<file path="src/hdl/cpu_pkg.sv">
package cpu_pkg;

	localparam int xlen = 32;
	localparam int inst_w = 32;
	localparam int reg_addr_w = 5;
	localparam int opc_w = 12;

	// instruction field widths.
	localparam int fn_w = 6;
	localparam int imm_w = 16;
	localparam int jidx_w = 26;

	localparam logic [reg_addr_w-1:0] link_reg = 5'd31; // jal destination.

	// internal opcode is {major, funct}; funct is zero outside r-type.
	localparam logic [opc_w-1:0] op_nop = 12'h000;

	localparam logic [opc_w-1:0] op_add = {6'h00, 6'h20};
	localparam logic [opc_w-1:0] op_sub = {6'h00, 6'h22};
	localparam logic [opc_w-1:0] op_and = {6'h00, 6'h24};
	localparam logic [opc_w-1:0] op_or = {6'h00, 6'h25};
	localparam logic [opc_w-1:0] op_slt = {6'h00, 6'h2a};
	localparam logic [opc_w-1:0] op_jr = {6'h00, 6'h08};

	localparam logic [opc_w-1:0] op_addi = {6'h08, 6'h00};
	localparam logic [opc_w-1:0] op_lw = {6'h23, 6'h00};
	localparam logic [opc_w-1:0] op_sw = {6'h2b, 6'h00};
	localparam logic [opc_w-1:0] op_beq = {6'h04, 6'h00};
	localparam logic [opc_w-1:0] op_bne = {6'h05, 6'h00};
	localparam logic [opc_w-1:0] op_jal = {6'h03, 6'h00};

	localparam logic [xlen-1:0] pc_step = 32'd4; // sequential pc increment.

endpackage

</file>
<file path="src/hdl/reg_file.sv">
`timescale 1ns/100ps

module reg_file (
	input  logic clk,
	input  logic rst,
	input  logic [cpu_pkg::reg_addr_w-1:0] rd_addr_a,
	input  logic [cpu_pkg::reg_addr_w-1:0] rd_addr_b,
	output logic [cpu_pkg::xlen-1:0] rd_data_a,
	output logic [cpu_pkg::xlen-1:0] rd_data_b,
	input  logic wr_en,
	input  logic [cpu_pkg::reg_addr_w-1:0] wr_addr,
	input  logic [cpu_pkg::xlen-1:0] wr_data
);

	localparam int depth = 1 << cpu_pkg::reg_addr_w;

	logic [cpu_pkg::xlen-1:0] regs [depth];

	always_ff @(posedge clk or posedge rst) begin
		if (rst) begin
			for (int i = 0; i < depth; i++) begin
				regs[i] <= '0;
			end
		end else if (wr_en && wr_addr != '0) begin
			regs[wr_addr] <= wr_data;
		end
	end

	// no write bypass here, id_stage forwards from execute instead.
	assign rd_data_a = (rd_addr_a == '0) ? '0 : regs[rd_addr_a];
	assign rd_data_b = (rd_addr_b == '0) ? '0 : regs[rd_addr_b];

endmodule

</file>
<file path="src/hdl/id_stage.sv">
`timescale 1ns/100ps

module id_stage (
	input  logic inst_valid,
	input  logic [cpu_pkg::inst_w-1:0] inst,
	input  logic [cpu_pkg::xlen-1:0] inst_pc,
	input  logic [cpu_pkg::xlen-1:0] inst_pfc,
	input  logic inst_predicted,
	output logic [cpu_pkg::reg_addr_w-1:0] rf_addr_a,
	output logic [cpu_pkg::reg_addr_w-1:0] rf_addr_b,
	input  logic [cpu_pkg::xlen-1:0] rf_data_a,
	input  logic [cpu_pkg::xlen-1:0] rf_data_b,
	input  logic fwd_en,
	input  logic [cpu_pkg::reg_addr_w-1:0] fwd_rd,
	input  logic [cpu_pkg::xlen-1:0] fwd_data,
	output logic [cpu_pkg::opc_w-1:0] id_opcode,
	output logic [cpu_pkg::reg_addr_w-1:0] id_rs1_ind,
	output logic [cpu_pkg::reg_addr_w-1:0] id_rs2_ind,
	output logic [cpu_pkg::reg_addr_w-1:0] id_rd_ind,
	output logic [cpu_pkg::xlen-1:0] id_pc,
	output logic [cpu_pkg::inst_w-1:0] id_inst,
	output logic [cpu_pkg::xlen-1:0] id_immed,
	output logic [cpu_pkg::xlen-1:0] id_rs1,
	output logic [cpu_pkg::xlen-1:0] id_rs2,
	output logic [cpu_pkg::xlen-1:0] id_pfc,
	output logic [cpu_pkg::xlen-1:0] id_forward_to_b,
	output logic id_regwrite,
	output logic id_memread,
	output logic id_memwrite,
	output logic id_predicted,
	output logic id_is_oper2_immed,
	output logic id_is_beq,
	output logic id_is_bne,
	output logic id_is_jr,
	output logic id_is_jal
);

	logic [cpu_pkg::fn_w-1:0] major;
	logic [cpu_pkg::fn_w-1:0] funct;
	logic [cpu_pkg::reg_addr_w-1:0] rs, rt, rd;
	logic [cpu_pkg::opc_w-1:0] raw_op;

	assign major = inst[cpu_pkg::inst_w-1 -: cpu_pkg::fn_w];
	assign funct = inst[cpu_pkg::fn_w-1:0];
	assign rs = inst[25:21];
	assign rt = inst[20:16];
	assign rd = inst[15:11];
	assign raw_op = {major, (major == '0) ? funct : {cpu_pkg::fn_w{1'b0}}};

	always_comb begin
		id_opcode = cpu_pkg::op_nop; // unknown encodings fall back to nop.
		id_rd_ind = '0;
		id_regwrite = 1'b0;
		id_memread = 1'b0;
		id_memwrite = 1'b0;
		id_is_oper2_immed = 1'b0;
		id_is_beq = 1'b0;
		id_is_bne = 1'b0;
		id_is_jr = 1'b0;
		id_is_jal = 1'b0;
		if (inst_valid) begin
			case (raw_op)
				cpu_pkg::op_add, cpu_pkg::op_sub, cpu_pkg::op_and,
				cpu_pkg::op_or, cpu_pkg::op_slt: begin
					id_opcode = raw_op;
					id_rd_ind = rd;
					id_regwrite = 1'b1;
				end
				cpu_pkg::op_addi: begin
					id_opcode = raw_op;
					id_rd_ind = rt;
					id_regwrite = 1'b1;
					id_is_oper2_immed = 1'b1;
				end
				cpu_pkg::op_lw: begin
					id_opcode = raw_op;
					id_rd_ind = rt; // no writeback without a mem stage.
					id_memread = 1'b1;
					id_is_oper2_immed = 1'b1;
				end
				cpu_pkg::op_sw: begin
					id_opcode = raw_op;
					id_memwrite = 1'b1;
					id_is_oper2_immed = 1'b1;
				end
				cpu_pkg::op_beq: begin
					id_opcode = raw_op;
					id_is_beq = 1'b1;
				end
				cpu_pkg::op_bne: begin
					id_opcode = raw_op;
					id_is_bne = 1'b1;
				end
				cpu_pkg::op_jr: begin
					id_opcode = raw_op;
					id_is_jr = 1'b1;
				end
				cpu_pkg::op_jal: begin
					id_opcode = raw_op;
					id_rd_ind = cpu_pkg::link_reg;
					id_regwrite = 1'b1;
					id_is_jal = 1'b1;
				end
				default: begin
				end
			endcase
		end
	end

	assign rf_addr_a = rs;
	assign rf_addr_b = rt;

	// the instruction in execute writes at the end of this cycle.
	assign id_rs1 = (fwd_en && fwd_rd == rs && rs != '0) ? fwd_data : rf_data_a;
	assign id_rs2 = (fwd_en && fwd_rd == rt && rt != '0) ? fwd_data : rf_data_b;
	assign id_forward_to_b = id_memwrite ? id_rs2 : '0; // store data.

	assign id_immed = {{(cpu_pkg::xlen-cpu_pkg::imm_w){inst[cpu_pkg::imm_w-1]}},
		inst[cpu_pkg::imm_w-1:0]};
	assign id_rs1_ind = rs;
	assign id_rs2_ind = rt;
	assign id_pc = inst_pc;
	assign id_pfc = inst_pfc;
	assign id_inst = inst_valid ? inst : '0;
	assign id_predicted = inst_valid & inst_predicted;

endmodule

</file>
<file path="src/hdl/id_ex_buffer.sv">
`timescale 1ns/100ps

module id_ex_buffer (
	input  logic clk,
	input  logic rst,
	input  logic flush,
	input  logic [cpu_pkg::opc_w-1:0] id_opcode,
	input  logic [cpu_pkg::reg_addr_w-1:0] id_rs1_ind,
	input  logic [cpu_pkg::reg_addr_w-1:0] id_rs2_ind,
	input  logic [cpu_pkg::reg_addr_w-1:0] id_rd_ind,
	input  logic [cpu_pkg::xlen-1:0] id_pc,
	input  logic [cpu_pkg::inst_w-1:0] id_inst,
	input  logic [cpu_pkg::xlen-1:0] id_immed,
	input  logic [cpu_pkg::xlen-1:0] id_rs1,
	input  logic [cpu_pkg::xlen-1:0] id_rs2,
	input  logic [cpu_pkg::xlen-1:0] id_pfc,
	input  logic [cpu_pkg::xlen-1:0] id_forward_to_b,
	input  logic id_regwrite,
	input  logic id_memread,
	input  logic id_memwrite,
	input  logic id_predicted,
	input  logic id_is_oper2_immed,
	input  logic id_is_beq,
	input  logic id_is_bne,
	input  logic id_is_jr,
	input  logic id_is_jal,
	output logic [cpu_pkg::opc_w-1:0] ex_opcode,
	output logic [cpu_pkg::reg_addr_w-1:0] ex_rs1_ind,
	output logic [cpu_pkg::reg_addr_w-1:0] ex_rs2_ind,
	output logic [cpu_pkg::reg_addr_w-1:0] ex_rd_ind,
	output logic [cpu_pkg::xlen-1:0] ex_pc,
	output logic [cpu_pkg::inst_w-1:0] ex_inst,
	output logic [cpu_pkg::xlen-1:0] ex_immed,
	output logic [cpu_pkg::xlen-1:0] ex_rs1,
	output logic [cpu_pkg::xlen-1:0] ex_rs2,
	output logic [cpu_pkg::xlen-1:0] ex_pfc,
	output logic [cpu_pkg::xlen-1:0] ex_forward_to_b,
	output logic ex_regwrite,
	output logic ex_memread,
	output logic ex_memwrite,
	output logic ex_predicted,
	output logic ex_is_oper2_immed,
	output logic ex_is_beq,
	output logic ex_is_bne,
	output logic ex_is_jr,
	output logic ex_is_jal
);

	always_ff @(posedge clk or posedge rst) begin
		if (rst) begin
			{ex_opcode, ex_rs1_ind, ex_rs2_ind, ex_rd_ind, ex_pc, ex_inst, ex_immed, ex_rs1,
				ex_rs2, ex_pfc, ex_forward_to_b, ex_regwrite, ex_memread, ex_memwrite,
				ex_predicted, ex_is_oper2_immed, ex_is_beq, ex_is_bne, ex_is_jr,
				ex_is_jal} <= '0;
		end else if (flush) begin // all zeros is a nop bubble.
			{ex_opcode, ex_rs1_ind, ex_rs2_ind, ex_rd_ind, ex_pc, ex_inst, ex_immed, ex_rs1,
				ex_rs2, ex_pfc, ex_forward_to_b, ex_regwrite, ex_memread, ex_memwrite,
				ex_predicted, ex_is_oper2_immed, ex_is_beq, ex_is_bne, ex_is_jr,
				ex_is_jal} <= '0;
		end else begin
			ex_opcode <= id_opcode;
			ex_rs1_ind <= id_rs1_ind;
			ex_rs2_ind <= id_rs2_ind;
			ex_rd_ind <= id_rd_ind;
			ex_pc <= id_pc;
			ex_inst <= id_inst;
			ex_immed <= id_immed;
			ex_rs1 <= id_rs1;
			ex_rs2 <= id_rs2;
			ex_pfc <= id_pfc;
			ex_forward_to_b <= id_forward_to_b;
			ex_regwrite <= id_regwrite;
			ex_memread <= id_memread;
			ex_memwrite <= id_memwrite;
			ex_predicted <= id_predicted;
			ex_is_oper2_immed <= id_is_oper2_immed;
			ex_is_beq <= id_is_beq;
			ex_is_bne <= id_is_bne;
			ex_is_jr <= id_is_jr;
			ex_is_jal <= id_is_jal;
		end
	end

endmodule

</file>
<file path="src/hdl/ex_stage.sv">
`timescale 1ns/100ps

module ex_stage (
	input  logic [cpu_pkg::opc_w-1:0] ex_opcode,
	input  logic [cpu_pkg::reg_addr_w-1:0] ex_rd_ind,
	input  logic [cpu_pkg::xlen-1:0] ex_pc,
	input  logic [cpu_pkg::inst_w-1:0] ex_inst,
	input  logic [cpu_pkg::xlen-1:0] ex_immed,
	input  logic [cpu_pkg::xlen-1:0] ex_rs1,
	input  logic [cpu_pkg::xlen-1:0] ex_rs2,
	input  logic [cpu_pkg::xlen-1:0] ex_pfc,
	input  logic [cpu_pkg::xlen-1:0] ex_forward_to_b,
	input  logic ex_regwrite,
	input  logic ex_memread,
	input  logic ex_memwrite,
	input  logic ex_is_oper2_immed,
	input  logic ex_is_beq,
	input  logic ex_is_bne,
	input  logic ex_is_jr,
	input  logic ex_is_jal,
	output logic wb_en,
	output logic [cpu_pkg::reg_addr_w-1:0] wb_rd,
	output logic [cpu_pkg::xlen-1:0] wb_data,
	output logic fwd_en,
	output logic [cpu_pkg::reg_addr_w-1:0] fwd_rd,
	output logic [cpu_pkg::xlen-1:0] fwd_data,
	output logic mem_read,
	output logic mem_write,
	output logic [cpu_pkg::xlen-1:0] mem_addr,
	output logic [cpu_pkg::xlen-1:0] mem_wdata,
	output logic redirect,
	output logic [cpu_pkg::xlen-1:0] redirect_pc
);

	logic [cpu_pkg::xlen-1:0] op_b, alu_res;
	logic [cpu_pkg::xlen-1:0] pc_seq, br_target, jal_target, next_pc;
	logic is_ctrl, eq;

	assign op_b = ex_is_oper2_immed ? ex_immed : ex_rs2;

	always_comb begin
		case (ex_opcode)
			cpu_pkg::op_add, cpu_pkg::op_addi,
			cpu_pkg::op_lw, cpu_pkg::op_sw: alu_res = ex_rs1 + op_b; // also address gen.
			cpu_pkg::op_sub: alu_res = ex_rs1 - op_b;
			cpu_pkg::op_and: alu_res = ex_rs1 & op_b;
			cpu_pkg::op_or: alu_res = ex_rs1 | op_b;
			cpu_pkg::op_slt: alu_res = {{(cpu_pkg::xlen-1){1'b0}},
				$signed(ex_rs1) < $signed(op_b)};
			default: alu_res = '0;
		endcase
	end

	assign pc_seq = ex_pc + cpu_pkg::pc_step;
	assign br_target = pc_seq + {ex_immed[cpu_pkg::xlen-3:0], 2'b00}; // word offset.
	assign jal_target = {pc_seq[cpu_pkg::xlen-1:cpu_pkg::jidx_w+2],
		ex_inst[cpu_pkg::jidx_w-1:0], 2'b00};
	assign eq = (ex_rs1 == ex_rs2);

	always_comb begin
		if (ex_is_jr) begin
			next_pc = ex_rs1;
		end else if (ex_is_jal) begin
			next_pc = jal_target;
		end else if ((ex_is_beq && eq) || (ex_is_bne && !eq)) begin
			next_pc = br_target;
		end else begin
			next_pc = pc_seq;
		end
	end

	// the front end's next fetch is checked against the resolved path.
	assign is_ctrl = ex_is_beq | ex_is_bne | ex_is_jr | ex_is_jal;
	assign redirect = is_ctrl && (next_pc != ex_pfc);
	assign redirect_pc = next_pc;

	assign wb_en = ex_regwrite && (ex_rd_ind != '0); // writes to r0 are dropped.
	assign wb_rd = ex_rd_ind;
	assign wb_data = ex_is_jal ? pc_seq : alu_res; // link address.

	assign fwd_en = wb_en;
	assign fwd_rd = wb_rd;
	assign fwd_data = wb_data;

	assign mem_read = ex_memread;
	assign mem_write = ex_memwrite;
	assign mem_addr = alu_res;
	assign mem_wdata = ex_forward_to_b;

endmodule

</file>
<file path="src/hdl/decode_execute_top.sv">
`timescale 1ns/100ps

module decode_execute_top (
	input  logic clk,
	input  logic rst,
	input  logic inst_valid,
	input  logic [cpu_pkg::inst_w-1:0] inst,
	input  logic [cpu_pkg::xlen-1:0] inst_pc,
	input  logic [cpu_pkg::xlen-1:0] inst_pfc,
	input  logic inst_predicted,
	output logic wb_en,
	output logic [cpu_pkg::reg_addr_w-1:0] wb_rd,
	output logic [cpu_pkg::xlen-1:0] wb_data,
	output logic mem_read,
	output logic mem_write,
	output logic [cpu_pkg::xlen-1:0] mem_addr,
	output logic [cpu_pkg::xlen-1:0] mem_wdata,
	output logic redirect,
	output logic [cpu_pkg::xlen-1:0] redirect_pc
);

	logic [cpu_pkg::reg_addr_w-1:0] rf_addr_a, rf_addr_b, fwd_rd;
	logic [cpu_pkg::xlen-1:0] rf_data_a, rf_data_b, fwd_data;
	logic fwd_en;

	logic [cpu_pkg::opc_w-1:0] id_opcode, ex_opcode;
	logic [cpu_pkg::reg_addr_w-1:0] id_rs1_ind, id_rs2_ind, id_rd_ind, ex_rd_ind;
	logic [cpu_pkg::xlen-1:0] id_pc, id_immed, id_rs1, id_rs2, id_pfc, id_forward_to_b;
	logic [cpu_pkg::xlen-1:0] ex_pc, ex_immed, ex_rs1, ex_rs2, ex_pfc, ex_forward_to_b;
	logic [cpu_pkg::inst_w-1:0] id_inst, ex_inst;
	logic id_regwrite, id_memread, id_memwrite, id_predicted, id_is_oper2_immed;
	logic id_is_beq, id_is_bne, id_is_jr, id_is_jal;
	logic ex_regwrite, ex_memread, ex_memwrite, ex_is_oper2_immed;
	logic ex_is_beq, ex_is_bne, ex_is_jr, ex_is_jal;

	reg_file i_reg_file (
		.clk, .rst,
		.rd_addr_a(rf_addr_a), .rd_addr_b(rf_addr_b),
		.rd_data_a(rf_data_a), .rd_data_b(rf_data_b),
		.wr_en(wb_en), .wr_addr(wb_rd), .wr_data(wb_data)
	);

	id_stage i_id_stage (
		.inst_valid, .inst, .inst_pc, .inst_pfc, .inst_predicted,
		.rf_addr_a, .rf_addr_b, .rf_data_a, .rf_data_b,
		.fwd_en, .fwd_rd, .fwd_data,
		.id_opcode, .id_rs1_ind, .id_rs2_ind, .id_rd_ind, .id_pc, .id_inst, .id_immed,
		.id_rs1, .id_rs2, .id_pfc, .id_forward_to_b, .id_regwrite, .id_memread,
		.id_memwrite, .id_predicted, .id_is_oper2_immed, .id_is_beq, .id_is_bne,
		.id_is_jr, .id_is_jal
	);

	id_ex_buffer i_id_ex_buffer (
		.clk, .rst, .flush(redirect),
		.id_opcode, .id_rs1_ind, .id_rs2_ind, .id_rd_ind, .id_pc, .id_inst, .id_immed,
		.id_rs1, .id_rs2, .id_pfc, .id_forward_to_b, .id_regwrite, .id_memread,
		.id_memwrite, .id_predicted, .id_is_oper2_immed, .id_is_beq, .id_is_bne,
		.id_is_jr, .id_is_jal,
		.ex_opcode, .ex_rs1_ind(), .ex_rs2_ind(), .ex_rd_ind, .ex_pc, .ex_inst, .ex_immed,
		.ex_rs1, .ex_rs2, .ex_pfc, .ex_forward_to_b, .ex_regwrite, .ex_memread,
		.ex_memwrite, .ex_predicted(), .ex_is_oper2_immed, .ex_is_beq, .ex_is_bne,
		.ex_is_jr, .ex_is_jal
	);

	ex_stage i_ex_stage (
		.ex_opcode, .ex_rd_ind, .ex_pc, .ex_inst, .ex_immed, .ex_rs1, .ex_rs2, .ex_pfc,
		.ex_forward_to_b, .ex_regwrite, .ex_memread, .ex_memwrite, .ex_is_oper2_immed,
		.ex_is_beq, .ex_is_bne, .ex_is_jr, .ex_is_jal,
		.wb_en, .wb_rd, .wb_data,
		.fwd_en, .fwd_rd, .fwd_data,
		.mem_read, .mem_write, .mem_addr, .mem_wdata,
		.redirect, .redirect_pc
	);

endmodule

</file>
<file path="config.mk">
export PLATFORM = sky130hd
export DESIGN_NAME = decode_execute_top
export DESIGN_NICKNAME = d
export VERILOG_FILES = /design/src/hdl/cpu_pkg.sv /design/src/hdl/reg_file.sv /design/src/hdl/id_stage.sv /design/src/hdl/id_ex_buffer.sv /design/src/hdl/ex_stage.sv /design/src/hdl/decode_execute_top.sv
export SDC_FILE = /design/constraint.sdc
export NUM_CORES = 2
export LEC_CHECK = 0
export BUFFER_PORTS_ARGS = -buffer_cell sky130_fd_sc_hd__buf_4
export CORE_MARGIN = 3
export CORE_UTILIZATION = 29
export DETAILED_ROUTE_END_ITERATION = 16
export PLACE_DENSITY = 0.55
export SYNTH_ARGS = -nofsm -noshare
export SYNTH_HDL_FRONTEND = slang
export SYNTH_SLANG_ARGS = --single-unit
export TNS_END_PERCENT = 100
</file>
<file path="constraint.sdc">
create_clock -name clk -period 62.2 [get_ports clk]
set_clock_uncertainty 0.05 [all_clocks]
set_input_delay 6.22 -clock clk [delete_from_list [all_inputs] [get_ports clk]]
set_output_delay 6.22 -clock clk [all_outputs]
set_load 0.02 [all_outputs]
</file>
==> impl_metrics.ini <==
[outcome]
status = finished, final reports clean

[critical_path]
critPathRequiredTime_ps = 55930
end_kind = output pin
r2r_end = i_id_ex_buffer.ex_forward_to_b[25]
cp_data_arrival_time_ps = 7670
worstSetupPathType = reg -> out
reg2reg_slack_ps = 53970
cp-start-kind = flip-flop
r2r_cells = 20
worstPathMaxFanout = 26
worstReg2RegStart = i_id_ex_buffer.ex_pc[2]

[synthesis]
synth-simple-area-share_pct = 11.5
synth-compound-area-share_pct = 13.0
synth_flop_cell = dfrtp_1
synth_area_leaders = dfrtp_1 (44%), mux4_2 (20%), o21ai_0 (7.4%)
synthCells = 6545
synth_seq_cells = 1251
synthAdderAreaFrac_pct = 2.45
synth_edf_count = 0
avgSynthCellArea_um2 = 10.8
yosys_warnings = 0
seq_area_frac_synth_pct = 44.5
synth_area_leader_cell = dfrtp_1
synthDistinctLibCells = 97
synth_top_family_by_area = multiplexers
synthXorXnorAreaFrac_pct = 1.24
synth_top_area_share_pct = 44.5
synth_mux_area_share_pct = 23.1
synth_common_cells = dfrtp_1 (1251), nand2_1 (1151), o21ai_0 (1038)
async_reset_ff_share_pct = 100
synth_most_common_cell = dfrtp_1
synth_area_um2 = 70400

[clocking]
hold_buffers = 0
cts_resized = 0
clk_pin_slew_ps = 60
clk_latency_ps = 810
numCtsBuffers = 142
cts_sinks = 1251
cts-root-buf = clkbuf_16
htreeDepth = 4
cts_setup_buffers = 0
cts_tree = done
cts.path.max_buffers = 3

[cells_and_area]
fillers = 24200
syn_to_final_growth_pct = 13.9
instances_no_fill = 9764
drive_gt1_share_pct = 21.6
nNetsFinal = 6702

[drt]
postRouteAntennaNets = 0
drc = 0
drt-total-wl_um = 270000
wl_per_cell_um = 27.7
via_per_inst = 5.59
num_vias = 54600
drt_iter0_markers = 5611
dr.pass1.iters = 5

[floorplan]
num_rows = 180
fp.dieH_um = 499
die_area_um2 = 249000
initial_core_util_pct = 29.2
fp.dieW_um = 499
core_um2 = 241000
io_pins = 237

[global_routing]
grtUsageMet1_pct = 28.7
met2_usage_pct = 33.4
grt_pass1_vias = 53500
grt-busiest-layer = met2
grt_start_max_net_pins = 170
grt_pass1_wl_um = 391000
gr-usage-all-layers_pct = 21.4
grtUsageMet3_pct = 4.06
antenna_found_initial = 8
overflow = 0

[worst_hold_path]
min-delay-start = i_reg_file.regs[996]
hold_path.class = reg -> reg
min_path_cells = 0
min_to = i_reg_file.regs[996]

[placed_design]
portBuffers = 235
place_congestion = 0.993
dp.cells = 9507
dp_hpwl_um = 178000

[sta]
rsz0062_at_grt = no
slew_viol_final = 0
worstMarginPinSlew_ps = 1300
fin_crit_sh_pct = 22.4
fmax_mhz = 71.7
setup_viol = 0
max_slew_margin_pct = 13.5
hold_viol = 0
min_period_ps = 13940
fin_setup_tns_ps = 0

[power_and_ir_drop]
ir_worst_vdd_uv = 19.8
p_leak_nw = 34.5
p_per_area_nw_per_um2 = 22.7

[run]
maxCapViolCount = 0
==> power by group <==
group	total, mW	internal, mW	switching [mW]
Sequential	0.824	0.818	0.00613
Clock	0.855	0.493	0.363
Combinational	0.143	0.0468	0.0958
Total	1.82	1.36	0.465
==> final cells by class <==
class / count / area (um^2) / share of cell area (%)
flip-flops and latches: 1251 / 31300 / 39.1
inverters: 185 / 702 / 0.876
repair buffers: 382 / 2960 / 3.69
clock inverters: 52 / 587 / 0.732
diodes: 3 / 7.51 / 0.00937
multi-input cells: 4504 / 36500 / 45.5
well taps: 3185 / 3990 / 4.97
clock buffers: 202 / 4110 / 5.13
==> cells by family after synthesis <==
| family | count (synthesis) |
|---|---|
| xor+xnor | 100 |
| compound gates | 1603 |
| simple gates | 1847 |
| buf+inv | 791 |
| flops | 1251 |
| other cells | 1 |
| fa+ha+maj | 136 |
| mux | 816 |
==> cells in the final DEF (no fill, tap or decap), drive strengths merged, types with 25 or more instances in the layout <==
cell,n
a211oi,47
a21o,38
a21oi,189
buf,382
clkbuf,202
clkinv,35
dfrtp,1251
ha,133
inv,188
mux2,69
mux2i,107
mux4,640
nand2,1151
nand3,45
nand4,25
nor2,254
nor2b,119
nor3,74
nor3b,31
nor4,32
o21ai,1045
o22ai,49
xnor2,39
xor2,61
==> state kept, by name, summed over array words and instances, names as in the netlist <==
register / cells
i_id_ex_buffer.ex_rd_ind: 5
i_reg_file.regs: 1024
i_id_ex_buffer.ex_regwrite: 1
i_id_ex_buffer.ex_forward_to_b: 32
i_id_ex_buffer.ex_is_oper2_immed: 1
i_id_ex_buffer.ex_is_beq: 1
i_id_ex_buffer.ex_pfc: 32
i_id_ex_buffer.ex_opcode: 12
i_id_ex_buffer.ex_immed: 16
i_id_ex_buffer.ex_is_bne: 1
i_id_ex_buffer.ex_rs1: 32
i_id_ex_buffer.ex_memread: 1
i_id_ex_buffer.ex_pc: 32
i_id_ex_buffer.ex_rs2: 32
i_id_ex_buffer.ex_is_jr: 1
i_id_ex_buffer.ex_is_jal: 1
i_id_ex_buffer.ex_memwrite: 1
i_id_ex_buffer.ex_inst: 26
==> how the worst max path moves through the flow <==
stage	start	slack [ps]	end
after floorplan	rst	20680	i_id_ex_buffer.ex_forward_to_b[0]
after global placement	i_id_ex_buffer.ex_pc[2]	49100	redirect
after detailed placement	i_id_ex_buffer.ex_pc[2]	49190	redirect
after CTS	i_id_ex_buffer.ex_pc[2]	48290	redirect
after global routing	i_id_ex_buffer.ex_pc[10]	48100	redirect
final	i_id_ex_buffer.ex_pc[2]	48260	redirect
==> metrics by stage <==
stage / worst slack, ps / hold slack (ps) / cell area (um^2) / total power [mW] / utilization, %
finish: 48260 / 343 / 80100 / 1.82 / 33.3
global route: 48100 / 356 / 80100 / 1.88 / 33.3
CTS: 48290 / 347 / 80100 / 1.84 / 33.3
detailed placement: 49190 / 333 / 75400 / 0.981 / 31.3
global placement: 49100 / 327 / 75400 / 0.981 / 31.3
floorplan: 20680 / 391 / 70400 / 0.929 / -
==> metal layers <==
metal  part of all wire [%]  vias to the layer above
li1                       -                    23500
met1                     41                    28000
met2                     46                     2551
met3                    8.1                      562
met4                    5.0                        0
met5                      0                        -
==> worst max-delay path, stage by stage (launching register included) <==
cell,delay [ps]
dfrtp_1,630
ha_1,410
nand3_1,150
nor3_1,80
xnor2_1,840
inv_1,310
ha_1,480
a21o_1,240
a21o_1,180
a22o_1,270
nor3_2,530
mux2_2,450
nor4b_1,320
a211oi_1,100
a2111oi_0,780
o211a_1,260
and4b_1,270
nor2_4,40
buf_4,270
buf_4,220
Power figures use the tool's default switching activity.
